**src/hdl/dcache_pkg.sv**
```systemverilog
package dcache_pkg;

	// geometry
	localparam int addr_w = 32;
	localparam int word_w = 64;
	localparam int byte_w = 8;
	localparam int words_per_line = 4;
	localparam int num_sets = 16;
	localparam int num_ways = 2;

	// address split: tag | index | word select | byte in word
	localparam int offset_w = 5;
	localparam int word_sel_w = 2;
	localparam int index_w = 4;
	localparam int tag_w = addr_w - index_w - offset_w; // 23
	localparam int line_w = word_w * words_per_line;
	localparam int be_w = word_w / byte_w;

	typedef logic [addr_w-1:0] addr_t;
	typedef logic [word_w-1:0] word_t;
	typedef logic [line_w-1:0] line_t;
	typedef logic [tag_w-1:0] tag_t;
	typedef logic [index_w-1:0] index_t;
	typedef logic [word_sel_w-1:0] word_sel_t;
	typedef logic [be_w-1:0] byte_en_t;
	typedef logic way_t;

	// miss handling walks writeback -> fill -> lookup again
	typedef enum logic [2:0] {
		idle,
		lookup,
		writeback,
		fill,
		finish,
		respond
	} ctrl_state_t;

endpackage

```
**src/hdl/mem_if.sv**
```systemverilog
`timescale 1ns/1ps

interface mem_if import dcache_pkg::*; ();
	logic start; // one cycle pulse
	logic write;
	addr_t line_addr; // line aligned
	line_t wline;

	logic done; // handshake fully closed
	line_t rline;

	modport ctrl (
		output start,
		output write,
		output line_addr,
		output wline,
		input done,
		input rline
	);

	modport port (
		input start,
		input write,
		input line_addr,
		input wline,
		output done,
		output rline
	);
endinterface

```
**src/hdl/mem_port.sv**
```systemverilog
`timescale 1ns/1ps

module mem_port import dcache_pkg::*; (
	input logic clk,
	input logic reset,
	mem_if.port mem,
	output logic mem_req,
	output logic mem_we,
	output addr_t mem_addr,
	output line_t mem_wdata,
	input logic mem_ack,
	input line_t mem_rdata
);

	logic open; // transfer started, ack not yet seen low
	line_t rline_q;

	always_ff @(posedge clk) begin
		if (reset) begin
			mem_req <= 1'b0;
			mem_we <= 1'b0;
			open <= 1'b0;
			mem.done <= 1'b0;
		end else begin
			mem.done <= 1'b0;
			if (mem.start) begin
				mem_req <= 1'b1;
				mem_we <= mem.write;
				open <= 1'b1;
			end else if (mem_req && mem_ack) begin
				mem_req <= 1'b0;
			end else if (open && !mem_req && !mem_ack) begin
				open <= 1'b0;
				mem.done <= 1'b1;
			end
		end
	end

	always_ff @(posedge clk) begin
		if (mem.start) begin
			mem_addr <= mem.line_addr;
			mem_wdata <= mem.wline;
		end
		if (mem_req && mem_ack && !mem_we)
			rline_q <= mem_rdata; // only valid while ack is high
	end

	assign mem.rline = rline_q;

	a_start_idle: assert property (@(posedge clk) disable iff (reset)
		mem.start |-> !open)
		else $error("start while a memory transfer is open");

endmodule

```
**src/flat_wrapper.sv**
```systemverilog
// flat-port wrapper written by rule: the top's interface ports become plain ports
module mem_port_flat import dcache_pkg::*;
  (clk, reset, mem_req, mem_we, mem_addr, mem_wdata, mem_ack, mem_rdata, mem_start, mem_write, mem_line_addr, mem_wline, mem_done, mem_rline);
  mem_if mem_i ();
  input logic clk;
  input logic reset;
  output logic mem_req;
  output logic mem_we;
  output addr_t mem_addr;
  output line_t mem_wdata;
  input logic mem_ack;
  input line_t mem_rdata;
  input wire logic [$bits(mem_i.start)-1:0] mem_start;
  input wire logic [$bits(mem_i.write)-1:0] mem_write;
  input wire logic [$bits(mem_i.line_addr)-1:0] mem_line_addr;
  input wire logic [$bits(mem_i.wline)-1:0] mem_wline;
  output wire logic [$bits(mem_i.done)-1:0] mem_done;
  output wire logic [$bits(mem_i.rline)-1:0] mem_rline;
  assign mem_i.start = mem_start;
  assign mem_i.write = mem_write;
  assign mem_i.line_addr = mem_line_addr;
  assign mem_i.wline = mem_wline;
  assign mem_done = mem_i.done;
  assign mem_rline = mem_i.rline;
  mem_port u_core (.clk(clk), .reset(reset), .mem(mem_i), .mem_req(mem_req), .mem_we(mem_we), .mem_addr(mem_addr), .mem_wdata(mem_wdata), .mem_ack(mem_ack), .mem_rdata(mem_rdata));
endmodule
```
**config.mk**
```make
export PLATFORM = sky130hd
export DESIGN_NAME = mem_port_flat
export DESIGN_NICKNAME = d
export VERILOG_FILES = /design/src/hdl/dcache_pkg.sv /design/src/hdl/mem_if.sv /design/src/hdl/mem_port.sv /design/src/flat_wrapper.sv
export SDC_FILE = /design/constraint.sdc
export NUM_CORES = 1
export LEC_CHECK = 0
export ABC_AREA = 1
export BUFFER_PORTS_ARGS = -buffer_cell sky130_fd_sc_hd__buf_2
export CAP_MARGIN = 20
export CELL_PAD_IN_SITES_DETAIL_PLACEMENT = 0
export CELL_PAD_IN_SITES_GLOBAL_PLACEMENT = 1
export CORE_AREA = 2 2 427 429
export DETAILED_ROUTE_END_ITERATION = 7
export DIE_AREA = 0 0 429 431
export PLACE_DENSITY = 0.3
export SLEW_MARGIN = 20
export SYNTH_ARGS = -nofsm -noshare
export SYNTH_HDL_FRONTEND = slang
export SYNTH_SLANG_ARGS = --single-unit
```
**constraint.sdc**
```tcl
create_clock -name clk -period 14 [get_ports clk]
set_input_delay 2.8 -clock clk [delete_from_list [all_inputs] [get_ports clk]]
set_output_delay 2.8 -clock clk [all_outputs]
set_load 0.02 [all_outputs]
```
# Word level (Yosys, flattened, before mapping)
# Index checks and enable logic that the tools add are counted.
# totals
output_inout_bits	547
register_bits	548
inputBits	549
# op_classes
mux	6
n_reduce_logical	11
eq_ne	1
# ops
op	n
1-bit two-way mux	6
1-bit logical AND	4
2-bit nonzero test	2
1-bit zero test	3
3-bit OR reduction	1
2-bit inequality test (second input constant)	1
2-bit AND reduction	1

# Depth between registers and ports, before layout
# depth
ltp_word	6
depth_mapped	3
mapped_depth_nobuf	3

# Worst setup path before layout
# No wires, ideal clock.
# synth_timing
path_kind	input port to flip-flop
start	in mem_ack
end	reg u_core.rline_q[0] (netlist: u_core.mem.rline[0]) (enable)
setup_ns	0.825
t_arrival_ns	12.475
cell_stages	2
t_required_ns	13.175
path_slack_ns	0.700
cell_sequence	inv_2 nor3_2
# synth_via
elab_chain_cells	2
# synth_lines
element	line_no	source
start, declared	flat_wrapper.sv:11	input logic mem_ack;
1-bit logical AND (2 in series)	mem_port.sv:44	if (mem_req && mem_ack && !mem_we)
end signal, assigned	mem_port.sv:45	rline_q <= mem_rdata;
end, declared	mem_port.sv:16	line_t rline_q;
# No other way between the ends.
# A chain may end at the register's enable or synchronous reset.

# Final worst setup path
# layout_timing
start	in mem_ack
end	reg u_core.rline_q[149] (netlist: u_core.mem.rline[149]) (enable)
# Same word-level chain as after synthesis.

==> impl_metrics.tcl <==
set metrics [dict create \
    power.clock.fraction 0.443 \
    start_util 0.0915 \
    first_global_vias 11693 \
    clockBufferDepth 3 \
    cts_setup_buffers 0 \
    cts_hold_buf 0 \
    grt_usage 0.0853 \
    powerDensity_nw_per_um2 151 \
    tightest_slew_ns 1.08 \
    insertion_delay_ns 0.67 \
    clock-sinks 548 \
    synth_nets 1110 \
    synth.most_common_cell "edfxtp_1" \
    skew_ns 0.0238 \
    finalCritPeriodShare 0.355 \
    swShare 0.252 \
    power.switching_w 0.00104 \
    use_met3 0.0439 \
    max_freq_mhz 201 \
    core_um2 180000 \
    sequentialPowerShare 0.472 \
    setup_viol 0 \
    ant_nets 0 \
    drc 0 \
    synth_edf_count 544 \
    ys_seq_elements 548 \
    synth_seq_area_share 0.996 \
    crit_type "input port to register" \
    grt_pass1_wl_mm 106 \
    grt.overflow.total 0 \
    cts_resized 0 \
    cts_tree "built" \
    outcome "complete, no violations" \
    htree_levels 3 \
    finalNonFillerCells 4165 \
    drv_cap 0 \
    holdCritPathClass "register to register" \
    fillers 20017 \
    p_total_w 0.00412 \
    dieArea_um2 185000 \
    die_h_um 431 \
    dr_total_vias 10962 \
    ios 1096 \
    hpwlAfterDp_mm 66.2 \
    synthArstFlopShare 0 \
    arrival_ns 5.24 \
    cts_made_buffers 74 \
    cp-end-kind "register" \
    final_hold_viol_count 0 \
    drtPass1Iterations 5 \
    grt_max_degree 141 \
    post_route_cells_drive_above_1_share 0.675 \
    routabilityCongestion 0.816 \
    combinationalPowerShare 0.086 \
    wl_mm 82.4 \
    rsz0062_at_grt "no" \
    syn_area_um2 16500 \
    dp_cells 4031 \
    crit_required_ns 14.27 \
    grt.busiest_layer "met2" \
    path_max_fanout 140 \
    path_clk_slew_ns 0.06 \
    rows 156 \
    ys_types 9 \
    ir_drop_uv 102 \
    cts-root-buf "clkbuf_16" \
    finalSetupTns_ns 0 \
    p_leak_nw 10.7 \
    critPathLaunchType "input port" \
    syn_area_per_cell_um2 29.4 \
    die_x_um 429 \
    slew_headroom 0.282 \
    yosysTopAreaCellShare 0.991 \
    areaGrowthSynthToFinish_pct 65.5 \
    synth.area.top_cells "edfxtp_1 99%, dfxtp_1 0.49%, nor3_2 0.12%" \
    grtUsageMet1 0.0798 \
    drt_iter0_drc 599 \
    synth_area_leader_cell "edfxtp_1" \
    synth_flop_cell "edfxtp_1" \
    fin_nets 2286 \
    antenna_found_initial 70 \
    period_minus_slack_ns 4.97 \
    viasPerCell 2.63 \
    numPortBuffers 1095 \
    avgRoutedWirePerCell_um 19.8 \
    met2_usage 0.154 \
    ys.warnings.count 0 \
    cellInternalPower_w 0.00308 \
    ys_top_cells_by_count "544 x edfxtp_1, 4 x dfxtp_1, 3 x inv_2, 3 x nand2_1" \
    syn_inst 561 \
    slew_violations 0 \
]
==> registers in the layout (all words and copies together) (netlist names) <==
signal / flops
u_core.mem.done: 1
u_core.mem.rline: 256
u_core.mem_addr: 32
u_core.mem_req: 1
u_core.mem_wdata: 256
u_core.mem_we: 1
u_core.open: 1
==> final cells by class <==
class | instances | area [µm²] | share of cell area
sequential | 548 | 16400 | 0.602
antenna | 8 | 20.0 | 0.000734
tap | 2370 | 2970 | 0.109
clock buffer | 86 | 1920 | 0.0703
multi-input combinational | 10 | 66.3 | 0.00243
timing repair buffer | 1100 | 5550 | 0.204
clock inverter | 40 | 329 | 0.0121
inverter | 3 | 11.3 | 0.000413
==> worst max-delay path, stage by stage <==
cell and delay [ns]:
buf_2 0.10, inv_2 0.05, nor3_4 0.60, buf_4 0.74
buf_12 0.48
==> metal layers <==
layer	wire length [µm]	share of wire
met1	26600	0.32
met2	43400	0.53
met3	8430	0.10
met4	3680	0.045
met5	349	0.0042
==> worst paths after layout <==
| path | from | endpoint | slack (ns) | depth (start not counted) |
|---|---|---|---|---|
| max | mem_ack | u_core.mem.rline[149] | 9.03 | 5 |
| min | u_core.open | u_core.mem.done | 0.49 | 2 |
| max reg2reg | u_core.mem_req | u_core.mem.rline[149] | 10.81 | 4 |
| min reg2reg | u_core.open | u_core.mem.done | 0.49 | 2 |
==> power groups by stage <==
stage | combinational [W] | sequential [W] | clock, W
final | 0.000352 | 0.00194 | 0.00182
after global routing | 0.000373 | 0.00195 | 0.00197
after detailed placement | 0.000364 | 0.00198 | 0
after floorplan | 0.0000102 | 0.00210 | 0
after CTS | 0.000364 | 0.00194 | 0.00192
after global placement | 0.000363 | 0.00198 | 0
==> cell families (layout without fill, tap and decap cells) <==
logic type             count (synthesis)  in the layout  synth area share
other                                  0              8                 0
DFF                                  548            548             0.996
and+or+nand+nor                        6              6           0.00220
buffers and inverters                  3           1229          0.000683
AOI/OAI and AO/OA                      4              4           0.00144
==> through the flow <==
step	util	setup slack [ns]	cell area, µm²	hold slack (ns)
floorplan	-	0.700	16500	0.449
global placement	0.139	8.47	25000	0.490
detailed placement	0.139	8.34	25000	0.474
CTS	0.151	9.15	27300	0.481
global route	0.151	8.91	27300	0.511
finish	0.151	9.03	27300	0.487
==> cells in the final DEF (no fill, tap or decap), types with 4 or more instances in the layout <==
cell / instances
inv_6: 9
dfxtp_1: 4
bufinv_16: 4
clkbuf_16: 75
clkinv_1: 15
buf_2: 1094
diode_2: 8
clkbuf_1: 11
edfxtp_1: 544
clkinv_2: 8
(Power assumes the default switching activity.)
