===== src/hdl/dcache_pkg.sv =====
package dcache_pkg;

	// geometry
	localparam int addr_w = 32;
	localparam int word_w = 64;
	localparam int byte_w = 8;
	localparam int words_per_line = 4;
	localparam int num_sets = 16;
	localparam int num_ways = 2;

	// address split: tag | index | word select | byte in word
	localparam int offset_w = 5;
	localparam int word_sel_w = 2;
	localparam int index_w = 4;
	localparam int tag_w = addr_w - index_w - offset_w; // 23
	localparam int line_w = word_w * words_per_line;
	localparam int be_w = word_w / byte_w;

	typedef logic [addr_w-1:0] addr_t;
	typedef logic [word_w-1:0] word_t;
	typedef logic [line_w-1:0] line_t;
	typedef logic [tag_w-1:0] tag_t;
	typedef logic [index_w-1:0] index_t;
	typedef logic [word_sel_w-1:0] word_sel_t;
	typedef logic [be_w-1:0] byte_en_t;
	typedef logic way_t;

	// miss handling walks writeback -> fill -> lookup again
	typedef enum logic [2:0] {
		idle,
		lookup,
		writeback,
		fill,
		finish,
		respond
	} ctrl_state_t;

endpackage


===== src/hdl/array_if.sv =====
`timescale 1ns/1ps

interface array_if import dcache_pkg::*; ();
	// lookup address, registered in the controller
	tag_t tag;
	index_t index;
	word_sel_t word_sel;

	// hit-way access; write_be of zero is a plain read touch
	word_t write_word;
	byte_en_t write_be;
	logic write_hit;

	// victim way updates
	logic fill;
	line_t fill_line;
	logic clean;

	// combinational lookup results
	logic hit;
	way_t hit_way;
	word_t read_word;
	way_t victim_way;
	logic victim_dirty;
	tag_t victim_tag;
	line_t victim_line;

	modport ctrl (
		output tag, index, word_sel, write_word, write_be, write_hit,
		output fill, fill_line, clean,
		input hit, hit_way, read_word, victim_way, victim_dirty, victim_tag, victim_line
	);

	modport mem (
		input tag, index, word_sel, write_word, write_be, write_hit,
		input fill, fill_line, clean,
		output hit, hit_way, read_word, victim_way, victim_dirty, victim_tag, victim_line
	);
endinterface


===== src/hdl/mem_if.sv =====
`timescale 1ns/1ps

interface mem_if import dcache_pkg::*; ();
	logic start; // one cycle pulse
	logic write;
	addr_t line_addr; // line aligned
	line_t wline;

	logic done; // handshake fully closed
	line_t rline;

	modport ctrl (
		output start,
		output write,
		output line_addr,
		output wline,
		input done,
		input rline
	);

	modport port (
		input start,
		input write,
		input line_addr,
		input wline,
		output done,
		output rline
	);
endinterface


===== src/hdl/cache_ctrl.sv =====
`timescale 1ns/1ps

module cache_ctrl import dcache_pkg::*; (
	input logic clk,
	input logic reset,
	input logic cpu_req,
	input logic cpu_we,
	input addr_t cpu_addr,
	input word_t cpu_wdata,
	input byte_en_t cpu_be,
	output logic cpu_ack,
	output word_t cpu_rdata,
	array_if.ctrl arr,
	mem_if.ctrl mem
);

	ctrl_state_t state;

	// request held for the whole transaction
	addr_t req_addr;
	logic req_we;
	word_t req_wdata;
	byte_en_t req_be;
	word_t rdata_q;

	tag_t req_tag;
	index_t req_index;
	logic dirty_miss;

	assign req_tag = req_addr[addr_w-1 -: tag_w];
	assign req_index = req_addr[offset_w +: index_w];

	always_ff @(posedge clk) begin
		if (reset) begin
			state <= idle;
		end else begin
			case (state)
				idle: begin
					if (cpu_req)
						state <= lookup;
				end
				lookup: begin
					if (arr.hit)
						state <= finish;
					else if (arr.victim_dirty)
						state <= writeback;
					else
						state <= fill;
				end
				writeback: begin
					if (mem.done)
						state <= fill; // read goes out on the same edge
				end
				fill: begin
					if (mem.done)
						state <= lookup; // hits now
				end
				finish: begin
					state <= respond;
				end
				respond: begin
					if (!cpu_req)
						state <= idle;
				end
				default: begin
					state <= idle;
				end
			endcase
		end
	end

	always_ff @(posedge clk) begin
		if (state == idle && cpu_req) begin
			req_addr <= cpu_addr;
			req_we <= cpu_we;
			req_wdata <= cpu_wdata;
			req_be <= cpu_be;
		end
		if (state == finish)
			rdata_q <= arr.read_word;
	end

	assign cpu_ack = (state == respond);
	assign cpu_rdata = rdata_q;

	// array side
	assign arr.tag = req_tag;
	assign arr.index = req_index;
	assign arr.word_sel = req_addr[offset_w-1 -: word_sel_w];
	assign arr.write_hit = (state == finish); // merge lands on entry to respond
	assign arr.write_word = req_wdata;
	assign arr.write_be = req_we ? req_be : '0;
	assign arr.fill = (state == fill) && mem.done;
	assign arr.fill_line = mem.rline;
	assign arr.clean = (state == writeback) && mem.done;

	// memory side
	assign dirty_miss = (state == lookup) && !arr.hit && arr.victim_dirty;

	assign mem.start = ((state == lookup) && !arr.hit) || ((state == writeback) && mem.done);
	assign mem.write = dirty_miss;
	assign mem.wline = arr.victim_line;

	always_comb begin
		if (dirty_miss)
			mem.line_addr = {arr.victim_tag, req_index, {offset_w{1'b0}}};
		else
			mem.line_addr = {req_tag, req_index, {offset_w{1'b0}}};
	end

	a_ack_needs_req: assert property (@(posedge clk) disable iff (reset)
		$rose(cpu_ack) |-> $past(cpu_req))
		else $error("cpu_ack raised without a request");

	// the refilled line must hit in the way that was picked as victim
	a_fill_way: assert property (@(posedge clk) disable iff (reset)
		$past(arr.fill) |-> arr.hit && (arr.hit_way == $past(arr.victim_way)))
		else $error("refilled line not found in the victim way");

endmodule


===== src/flat_wrapper.sv =====
// flat-port wrapper written by rule: the top's interface ports become plain ports
module cache_ctrl_flat import dcache_pkg::*;
  (clk, reset, cpu_req, cpu_we, cpu_addr, cpu_wdata, cpu_be, cpu_ack, cpu_rdata, arr_tag, arr_index, arr_word_sel, arr_write_word, arr_write_be, arr_write_hit, arr_fill, arr_fill_line, arr_clean, arr_hit, arr_hit_way, arr_read_word, arr_victim_way, arr_victim_dirty, arr_victim_tag, arr_victim_line, mem_start, mem_write, mem_line_addr, mem_wline, mem_done, mem_rline);
  array_if arr_i ();
  mem_if mem_i ();
  input logic clk;
  input logic reset;
  input logic cpu_req;
  input logic cpu_we;
  input addr_t cpu_addr;
  input word_t cpu_wdata;
  input byte_en_t cpu_be;
  output logic cpu_ack;
  output word_t cpu_rdata;
  output wire logic [$bits(arr_i.tag)-1:0] arr_tag;
  output wire logic [$bits(arr_i.index)-1:0] arr_index;
  output wire logic [$bits(arr_i.word_sel)-1:0] arr_word_sel;
  output wire logic [$bits(arr_i.write_word)-1:0] arr_write_word;
  output wire logic [$bits(arr_i.write_be)-1:0] arr_write_be;
  output wire logic [$bits(arr_i.write_hit)-1:0] arr_write_hit;
  output wire logic [$bits(arr_i.fill)-1:0] arr_fill;
  output wire logic [$bits(arr_i.fill_line)-1:0] arr_fill_line;
  output wire logic [$bits(arr_i.clean)-1:0] arr_clean;
  input wire logic [$bits(arr_i.hit)-1:0] arr_hit;
  input wire logic [$bits(arr_i.hit_way)-1:0] arr_hit_way;
  input wire logic [$bits(arr_i.read_word)-1:0] arr_read_word;
  input wire logic [$bits(arr_i.victim_way)-1:0] arr_victim_way;
  input wire logic [$bits(arr_i.victim_dirty)-1:0] arr_victim_dirty;
  input wire logic [$bits(arr_i.victim_tag)-1:0] arr_victim_tag;
  input wire logic [$bits(arr_i.victim_line)-1:0] arr_victim_line;
  output wire logic [$bits(mem_i.start)-1:0] mem_start;
  output wire logic [$bits(mem_i.write)-1:0] mem_write;
  output wire logic [$bits(mem_i.line_addr)-1:0] mem_line_addr;
  output wire logic [$bits(mem_i.wline)-1:0] mem_wline;
  input wire logic [$bits(mem_i.done)-1:0] mem_done;
  input wire logic [$bits(mem_i.rline)-1:0] mem_rline;
  assign arr_tag = arr_i.tag;
  assign arr_index = arr_i.index;
  assign arr_word_sel = arr_i.word_sel;
  assign arr_write_word = arr_i.write_word;
  assign arr_write_be = arr_i.write_be;
  assign arr_write_hit = arr_i.write_hit;
  assign arr_fill = arr_i.fill;
  assign arr_fill_line = arr_i.fill_line;
  assign arr_clean = arr_i.clean;
  assign arr_i.hit = arr_hit;
  assign arr_i.hit_way = arr_hit_way;
  assign arr_i.read_word = arr_read_word;
  assign arr_i.victim_way = arr_victim_way;
  assign arr_i.victim_dirty = arr_victim_dirty;
  assign arr_i.victim_tag = arr_victim_tag;
  assign arr_i.victim_line = arr_victim_line;
  assign mem_start = mem_i.start;
  assign mem_write = mem_i.write;
  assign mem_line_addr = mem_i.line_addr;
  assign mem_wline = mem_i.wline;
  assign mem_i.done = mem_done;
  assign mem_i.rline = mem_rline;
  cache_ctrl u_core (.clk(clk), .reset(reset), .cpu_req(cpu_req), .cpu_we(cpu_we), .cpu_addr(cpu_addr), .cpu_wdata(cpu_wdata), .cpu_be(cpu_be), .cpu_ack(cpu_ack), .cpu_rdata(cpu_rdata), .arr(arr_i), .mem(mem_i));
endmodule

===== config.mk =====
export PLATFORM = sky130hd
export DESIGN_NAME = cache_ctrl_flat
export DESIGN_NICKNAME = d
export VERILOG_FILES = /design/src/hdl/dcache_pkg.sv /design/src/hdl/array_if.sv /design/src/hdl/mem_if.sv /design/src/hdl/cache_ctrl.sv /design/src/flat_wrapper.sv
export SDC_FILE = /design/constraint.sdc
export NUM_CORES = 1
export LEC_CHECK = 0
export BUFFER_PORTS_ARGS = -buffer_cell sky130_fd_sc_hd__buf_2
export CAP_MARGIN = 0
export CORE_AREA = 2 2 551 553
export CTS_BUF_LIST = sky130_fd_sc_hd__clkbuf_16
export DETAILED_ROUTE_END_ITERATION = 16
export DIE_AREA = 0 0 553 555
export PLACE_DENSITY_LB_ADDON = 0.05
export RECOVER_POWER = 25
export SETUP_SLACK_MARGIN = 0.4
export SLEW_MARGIN = 20
export SYNTH_ARGS = -nofsm -noshare
export SYNTH_HDL_FRONTEND = slang
export SYNTH_SLANG_ARGS = --single-unit

===== constraint.sdc =====
create_clock -name clk -period 18 [get_ports clk]
set_input_delay 0.9 -clock clk [delete_from_list [all_inputs] [get_ports clk]]
set_output_delay 0.9 -clock clk [all_outputs]
set_load 0.01 [all_outputs]

Yosys cells after proc, flatten, opt, wreduce, memory -nomap -nowiden
Index checks and enable logic that the tools add are counted.
Widths: inputs -> output; s select.
{ "classes": {"n_eq_ne": 9, "mux": 9, "n_reduce_logical": 9} }
{ "ops": {"columns": ["op", "count"], "rows": [
  ["$mux 32", 1],
  ["$pmux 3 s6", 1],
  ["$mux 3", 5],
  ["$mux 8", 1],
  ["$ne 2x2->1 const B", 4],
  ["$eq 3x2->1 const B", 2],
  ["$eq 3x3->1 const B", 2],
  ["$logic_and 1x1->1", 5],
  ["$reduce_and 4->1", 1],
  ["$eq 3x1->1 const B", 1],
  ["$logic_not 3->1", 1],
  ["$logic_not 1->1", 1],
  ["$logic_or 1x1->1", 1],
  ["$mux 1", 1]
]} }
{ "word_totals": {"regBits": 172, "in_bits": 712, "output_inout_bits": 715, "elab_cells": 33} }

Longest topological paths before layout
Gate-level depths: netlist of the first run.
{ "depth": {"depth_word": 4, "ltp_mapped": 5, "mapped_depth_nobuf": 3} }

Worst setup path after synthesis of the first run
No wires, ideal clock.
{ "synth_timing": {"path_type": "in2reg", "startpoint": "input cpu_req", "endpoint": "register u_core.req_wdata[0], in the netlist u_core.arr.write_word[0], enable pin", "setup_ps": 847, "arrival_time_ps": 11166, "required_time_ps": 17153, "setup_slack_ps": 5986, "path_stages": 1, "n_path_buf": 0, "cell_sequence": "nor4b_1"} }
{ "synth_via": {"elab_chain_cells": 1} }
{ "synth_lines": {"columns": ["element", "line", "text"], "rows": [
  ["start, declared", "flat_wrapper.sv:8", "input logic cpu_req;"],
  ["$logic_and 1x1->1", "cache_ctrl.sv:73", "if (state == idle && cpu_req) begin"],
  ["end signal, assigned", "cache_ctrl.sv:76", "req_wdata <= cpu_wdata;"],
  ["end, declared", "cache_ctrl.sv:22", "word_t req_wdata;"]
]} }
No other way between the ends.
A chain may end at the register's enable or synchronous reset.

Worst setup path in the final report of the first run
{ "layout_timing": {"startpoint": "register u_core.state[0]", "endpoint": "output mem_line_addr[13]"} }
{ "layout_via": {"elab_chain_cells": 4} }
{ "layout_lines": {"columns": ["element", "line", "text"], "rows": [
  ["start, declared", "cache_ctrl.sv:17", "ctrl_state_t state;"],
  ["start signal, assigned", "cache_ctrl.sv:35", "state <= idle;"],
  ["start signal, assigned", "cache_ctrl.sv:40", "state <= lookup;"],
  ["start signal, assigned", "cache_ctrl.sv:44", "state <= finish;"],
  ["$eq 3x1->1", "cache_ctrl.sv:98", "assign dirty_miss = (state == lookup) && !arr.hit && arr.victim_dirty;"],
  ["$logic_and 1x1->1 (2 in a row)", "cache_ctrl.sv:98", null],
  ["$mux 32", "cache_ctrl.sv:105", "if (dirty_miss)"],
  ["end, declared", "flat_wrapper.sv:33", "output wire logic [$bits(mem_i.line_addr)-1:0] mem_line_addr;"]
]} }
No other way between the ends.

==> run metrics, run 1 <==
outcome completed; Worst EP arrival 2.79 ns; Layout area overhead 38.9%; setup repair bufs after CTS 0; antenna-violating nets left 0; PostCTS Resize Cnt 0; Port Buffers 392; Setup crit end kind primary output; I/O pin cnt 1427; crit-path cells nor3b_1 > nand3b_4 > mux2_4 > buf_2; detailed-route wire length 104000 um; site row count 202; number of global-route vias before repair 5589; Initial Util 0.0317; wire per inst 22.4 um; worst-case reg-to-reg path depth 3; Hold Crit Endpoint u_core.cpu_rdata[14]; routability cong. 0.769; die height 555 um; Sw Pwr 310 uW; largest cells by area after synthesis edfxtp_1 52%, buf_4 41%, mux2_4 3.0%; Hold Path Class in -> reg; placed cells 4604; global route total overflow 0; Die W 553 um; fin nets 1365; maxcap violations 0; top sig layer met5; Tmin final 3.69 ns; Seq pwr share 0.451; Mean Syn Cell Area 12.7 um2; critical path type reg -> out; Routed met2 length 51000 um; number of fill cells in the layout 35700; clock root cell clkbuf_16; Slew @ Worst Pin 1.25 ns; clk sinks 169; sequential cell area 5040 um2; final worst-path cycle share 0.205; Metal-1 WL 14600 um; CTS Hold Buffers Added 0; post-DR vias/cell 1.09; antenna violations before repair 75; leakage power 3.75 nW; FF-to-FF Start u_core.state[2]; crit path launch type flip-flop; RSZ-0062 raised after global routing false; synthesized cell area 9550 um2; dominant cell type by area after synthesis edfxtp_1; cts bufs inserted 25; core area 301000 um2; vias 5090; clk_lat worst skew 0.56 ns; reg-to-reg slack, setup 14.92 ns; Worst-path clk slew 0.09 ns; Die ar. 307000 um2; slowest CP cell dfxtp_1; Yosys warning count 0; Final Hold Vio Count 0; clock group share of total power 0.426; placed cell area 12600 um2; crit-path max FO 24; power density over the cells 81.4 nW/um2; Combinational Power Share 0.122; final setup TNS 0 ns; internal power 771 uW; sequential share of the synthesized area 0.528; Final Non-Filler Cells 4653; Synth cell types 26; synthesis-stage register bit count 169; TritonCTS clock tree yes; Post-Syn Instances 751; sw frac 0.287; first drt pass iteration count 4; Max-slew headroom 0.165; WHS Path Cells 1; Synth top area share 0.522; max-slew violations 0; worst r2r dst u_core.cpu_rdata[10]; layout cell share with drive strength beyond 1 0.667; multi-input logic area 553 um2; detailed placement HPWL 96100 um; final setup fails 0; fin area 13300 um2; # DRC 0; Tot GR Track Use 0.0655; largest net degree at the start of global routing 52; Setup Skew 0.0291 ns; crit-path max cell delay 0.54 ns; DR iter-0 viols 220; min-delay src arr_read_word[14]; peak supply drop 45.1 uV; WL met3 33600 um; clock buffer depth 3; Max Clk Rate 0.271 GHz; first-pass GRT wire length 118000 um; H-tree depth 4; Critical Path RT 17.10 ns
==> layout by cell type (no fill, tap or decap) <==
master,n
nor3_1,3
mux2_2,4
a31oi_1,1
mux2_4,19
diode_2,17
buf_4,4
o21bai_1,2
a21oi_1,2
and2_1,8
clkbuf_1,10
nand3b_4,1
a211oi_1,1
o21ai_0,1
edfxtp_1,166
a211o_1,1
clkbuf_16,25
dfxtp_1,3
buf_2,383
conb_1,5
clkinvlp_4,2
nand2_1,2
nor2_1,1
mux2i_1,1
nor3b_1,3
inv_1,4
nor4b_1,1
nor4_1,1
clkinv_1,2
clkinv_2,1
nand3b_1,1
==> layer usage <==
| metal | vias to the layer above | GRT usage |
|---|---|---|
| li1 | 1772 | - |
| met1 | 1992 | 0.0258 |
| met3 | 278 | 0.100 |
| met5 | - | 0 |
| met4 | 102 | 0.0266 |
| met2 | 946 | 0.113 |
==> cell families (layout without fill, tap and decap cells) <==
logic type	count (synthesis)	count (layout)	synth area share
simple gates	21	21	0.0160
other cells	1	22	0.000392
flops	169	169	0.528
compound gates	8	8	0.00550
buf+inv	528	431	0.414
mux	24	24	0.0356
==> how the worst max path moves through the flow <==
stage	from	end
after global placement	arr_hit	mem_line_addr[13]
after detailed placement	arr_hit	mem_line_addr[13]
after CTS	u_core.state[0]	mem_line_addr[13]
final	u_core.state[0]	mem_line_addr[13]
after floorplan	cpu_req	u_core.arr.write_word[0]
after global routing	u_core.state[2]	arr_write_hit
==> cell usage after synthesis, drive strengths merged <==
master	number
nand2	2
edfxtp	166
o21ai	1
nor2	1
a21oi	2
conb	1
a211oi	1
clkbuf	2
dfxtp	3
mux2i	1
inv	2
mux2	23
nor3	3
nand3b	2
and2	8
nor4b	1
nor4	1
buf	524
nor3b	3
o21bai	2
a211o	1
a31oi	1
==> power groups by stage <==
stage                     Sequential [mW]  Combinational, mW  Clock [mW]
after floorplan                     0.515              0.156           0
after global placement              0.499              0.144           0
after detailed placement            0.497              0.140           0
after CTS                           0.489              0.140       0.509
after global routing                0.492              0.148       0.508
final                               0.487              0.132       0.461
==> worst max-delay path: cells and delay by family, from the launching register on <==
family | cells | cell delay (ns)
AND/OR/NAND/NOR | 2 | 1.07
multiplexers | 1 | 0.47
flip-flops | 1 | 0.54
buffers and inverters | 1 | 0.15
==> registers in the layout, indices dropped and copies added, names as in the netlist <==
signal,flops
u_core.arr.write_word,64
u_core.cpu_rdata,64
u_core.req_addr,29
u_core.req_be,8
u_core.state,3
u_core.req_we,1
==> per-stage QoR <==
step                      worst slack (ns)    util  hold slack [ns]  power, mW
after CTS                            14.36  0.0440            0.427       1.14
after global placement               14.63  0.0418            0.654      0.643
after floorplan                       5.99       -            0.521      0.671
after global routing                 14.04  0.0439            0.449       1.15
final                                14.31  0.0440            0.503       1.08
after detailed placement             14.63  0.0418            0.655      0.638
==> area by class of cell <==
type / instances / share of cell area
clock buffer: 25 / 0.0471
antenna: 17 / 0.00321
multi-input combinational: 58 / 0.0417
inverter: 2 / 0.000566
sequential: 169 / 0.380
clock inverter: 7 / 0.00264
tap: 3978 / 0.375
timing repair buffer: 397 / 0.150
Power figures use the tool's default switching activity.
==> run 2, diff against run 1 <==
--- a/config.mk
+++ b/config.mk
@@ -7,10 +7,10 @@
 export LEC_CHECK = 0
 export BUFFER_PORTS_ARGS = -buffer_cell sky130_fd_sc_hd__buf_2
 export CAP_MARGIN = 0
-export CORE_AREA = 2 2 551 553
+export CORE_AREA = 2 2 552 554
 export CTS_BUF_LIST = sky130_fd_sc_hd__clkbuf_16
 export DETAILED_ROUTE_END_ITERATION = 16
-export DIE_AREA = 0 0 553 555
+export DIE_AREA = 0 0 554 556
 export PLACE_DENSITY_LB_ADDON = 0.05
 export RECOVER_POWER = 25
 export SETUP_SLACK_MARGIN = 0.4
==> constraint.sdc (replaced) <==
create_clock -name clk -period 3.75 [get_ports clk]
set_input_delay 0.1875 -clock clk [delete_from_list [all_inputs] [get_ports clk]]
set_output_delay 0.1875 -clock clk [all_outputs]
set_load 0.01 [all_outputs]
==> run metrics, run 2 (same netlist as run 1, synthesis figures left out) <==
power density over the cells 358 nW/um2 (+340%); H-tree depth 4 (unchanged); die height 556 um (+0.18%); clk sinks 169 (unchanged); Max Clk Rate 0.355 GHz; layout cell share with drive strength beyond 1 0.551 (-0.117); Final Hold Vio Count 0 (unchanged); most frequent cells in the layout 392 x buf_2, 169 x dlygate4sd3_1, 166 x edfxtp_1, 25 x clkbuf_16, 19 x mux2_4; vias 5728 (+13%); outcome completed; detailed placement HPWL 120000 um (+25%); worst-case reg-to-reg path depth 2 (-1); global route total overflow 0 (unchanged); Critical Path RT 3.56 ns (-13.54 ns); fin area 15100 um2 (+14%); peak supply drop 173 uV (+280%); routability cong. 0.866 (+13%); antenna violations before repair 58 (-23%); WP buf/inv 1 (unchanged); crit-path max FO 24 (unchanged); leakage power 4.54 nW (+21%); final setup fails 0 (unchanged); clock root cell clkbuf_16; RSZ-0062 raised after global routing false; # DRC 0 (unchanged); first-pass GRT wire length 143000 um (+21%); fin nets 1537 (+13%); crit-path cells nor3b_4 > nand3b_4 > mux2_4 > buf_2; internal power 3.90 mW (+410%); Setup crit end kind primary output; critical path depth in cells 4 (unchanged); Max-slew headroom 0.400 (+0.235); Hold Path Class in -> reg; final setup TNS 0 ns (unchanged); largest net degree at the start of global routing 91 (+75%); wire per inst 26.3 um (+17%); Die ar. 308000 um2 (+0.36%); Setup Skew 0.0218 ns (-0.00728 ns); clk_lat worst skew 0.54 ns (-0.02 ns); detailed-route wire length 127000 um (+22%); Worst EP arrival 2.63 ns (-0.16 ns); sw frac 0.279 (-0.00815); final worst-path cycle share 0.752; Layout area overhead 58.1%; number of global-route vias before repair 6495 (+16%); crit path launch type flip-flop; DR iter-0 viols 122 (-45%); Combinational Power Share 0.155 (+0.033); crit-path max cell delay 0.62 ns (+0.08 ns); I/O pin cnt 1427 (unchanged); first drt pass iteration count 4 (unchanged); cts bufs inserted 25 (unchanged); site row count 202 (unchanged); Sw Pwr 1.51 mW (+390%); maxcap violations 0 (unchanged); reg-to-reg slack, setup 1.61 ns (-13.31 ns); Worst-path clk slew 0.07 ns (-0.02 ns); setup repair bufs after CTS 0 (unchanged); Tot GR Track Use 0.0792 (+0.0137); clock buffer depth 3 (unchanged); TritonCTS clock tree yes; WHS Path Cells 4 (+3); Initial Util 0.0316 (-0.0000796); Seq pwr share 0.434 (-0.017); post-DR vias/cell 1.19 (+8.4%); Tmin final 2.82 ns; Die W 554 um (+0.18%); max-slew violations 0 (unchanged); critical path type reg -> out; slowest CP cell dfxtp_1; Port Buffers 392 (unchanged); Crit path max-delay family simple AND/OR/NAND/NOR gates; clock group share of total power 0.411 (-0.015); core area 302000 um2 (+0.25%); Slew @ Worst Pin 0.899 ns (-0.353 ns); setup ws final 0.929 ns (-13.38 ns); placed cell area 12700 um2 (+0.51%); most common cell after layout, fill and taps aside buf_2; pre-CTS setup slack 1.42 ns (-13.20 ns); antenna-violating nets left 0 (unchanged)
==> run 2: changes by cell type in the layout (fill, tap and decap cells not counted), sizes merged <==
cell / delta
buf: +13
bufinv: +1
clkbuf: -10
clkinv: -1
diode: +7
dlygate4sd3: +169
==> run 2: power groups by stage <==
stage | registers, mW | clock network [mW] | logic [mW]
finish | 2.34 | 2.22 | 0.840
global route | 2.37 | 2.44 | 0.935
CTS | 2.36 | 2.43 | 0.890
detailed placement | 2.39 | 0 | 0.720
global placement | 2.40 | 0 | 0.736
floorplan | 2.44 | 0 | 0.754
==> run 2: path summary, 6_finish.rpt <==
kind / from / end
hold reg to reg: u_core.state[1] / u_core.state[2]
setup reg to reg: u_core.state[2] / u_core.cpu_rdata[19]
setup / recovery: u_core.state[0] / mem_line_addr[23]
hold / removal: mem_done / u_core.state[1]
==> run 2: area by class of cell <==
type                    instances  area [um2]
clock inverters                 7        61.3
diodes                         24        60.1
fillers                     35500      287000
multi-input cells              58         591
clock buffers                  25         626
inverters                       2        7.51
well taps                    3978        4980
flip-flops and latches        169        5050
repair buffers                569        3740
==> run 2: routing by layer <==
layer	part of all wire	track usage	routed length [um]	up-vias
met5	0.0033	0	419	-
met4	0.023	0.0188	2890	64
met3	0.35	0.131	44300	192
met2	0.50	0.142	64000	1038
met1	0.12	0.0265	15400	2301
li1	-	-	-	2133
==> run 2: stage by stage <==
stage | cells | utilization | power [mW] | hold slack, ns
2_1_floorplan | 755 | - | 3.19 | 0.257
3_3_place_gp | 4607 | 0.0419 | 3.14 | 0.366
3_5_place_dp | 4607 | 0.0419 | 3.11 | 0.366
4_1_cts | 4808 | 0.0498 | 5.68 | 0.0557
5_1_grt | 4822 | 0.0499 | 5.75 | 0.0882
6_report | 4832 | 0.0500 | 5.41 | 0.110
==> run 2: repair_timing <==
item / 4_1_cts / 5_1_grt
setup endpoints to repair: 0 / 0
endpoints found under the hold margin: 169 / 0
gates resized for setup: 0 / 0
hold buffers: 169 / 0
==> run 2: worst reg2reg max path, cell delays in order, from the launching register on <==
cell,delay [ns]
dfxtp_1,0.63
nor3b_4,0.84
buf_12,0.32
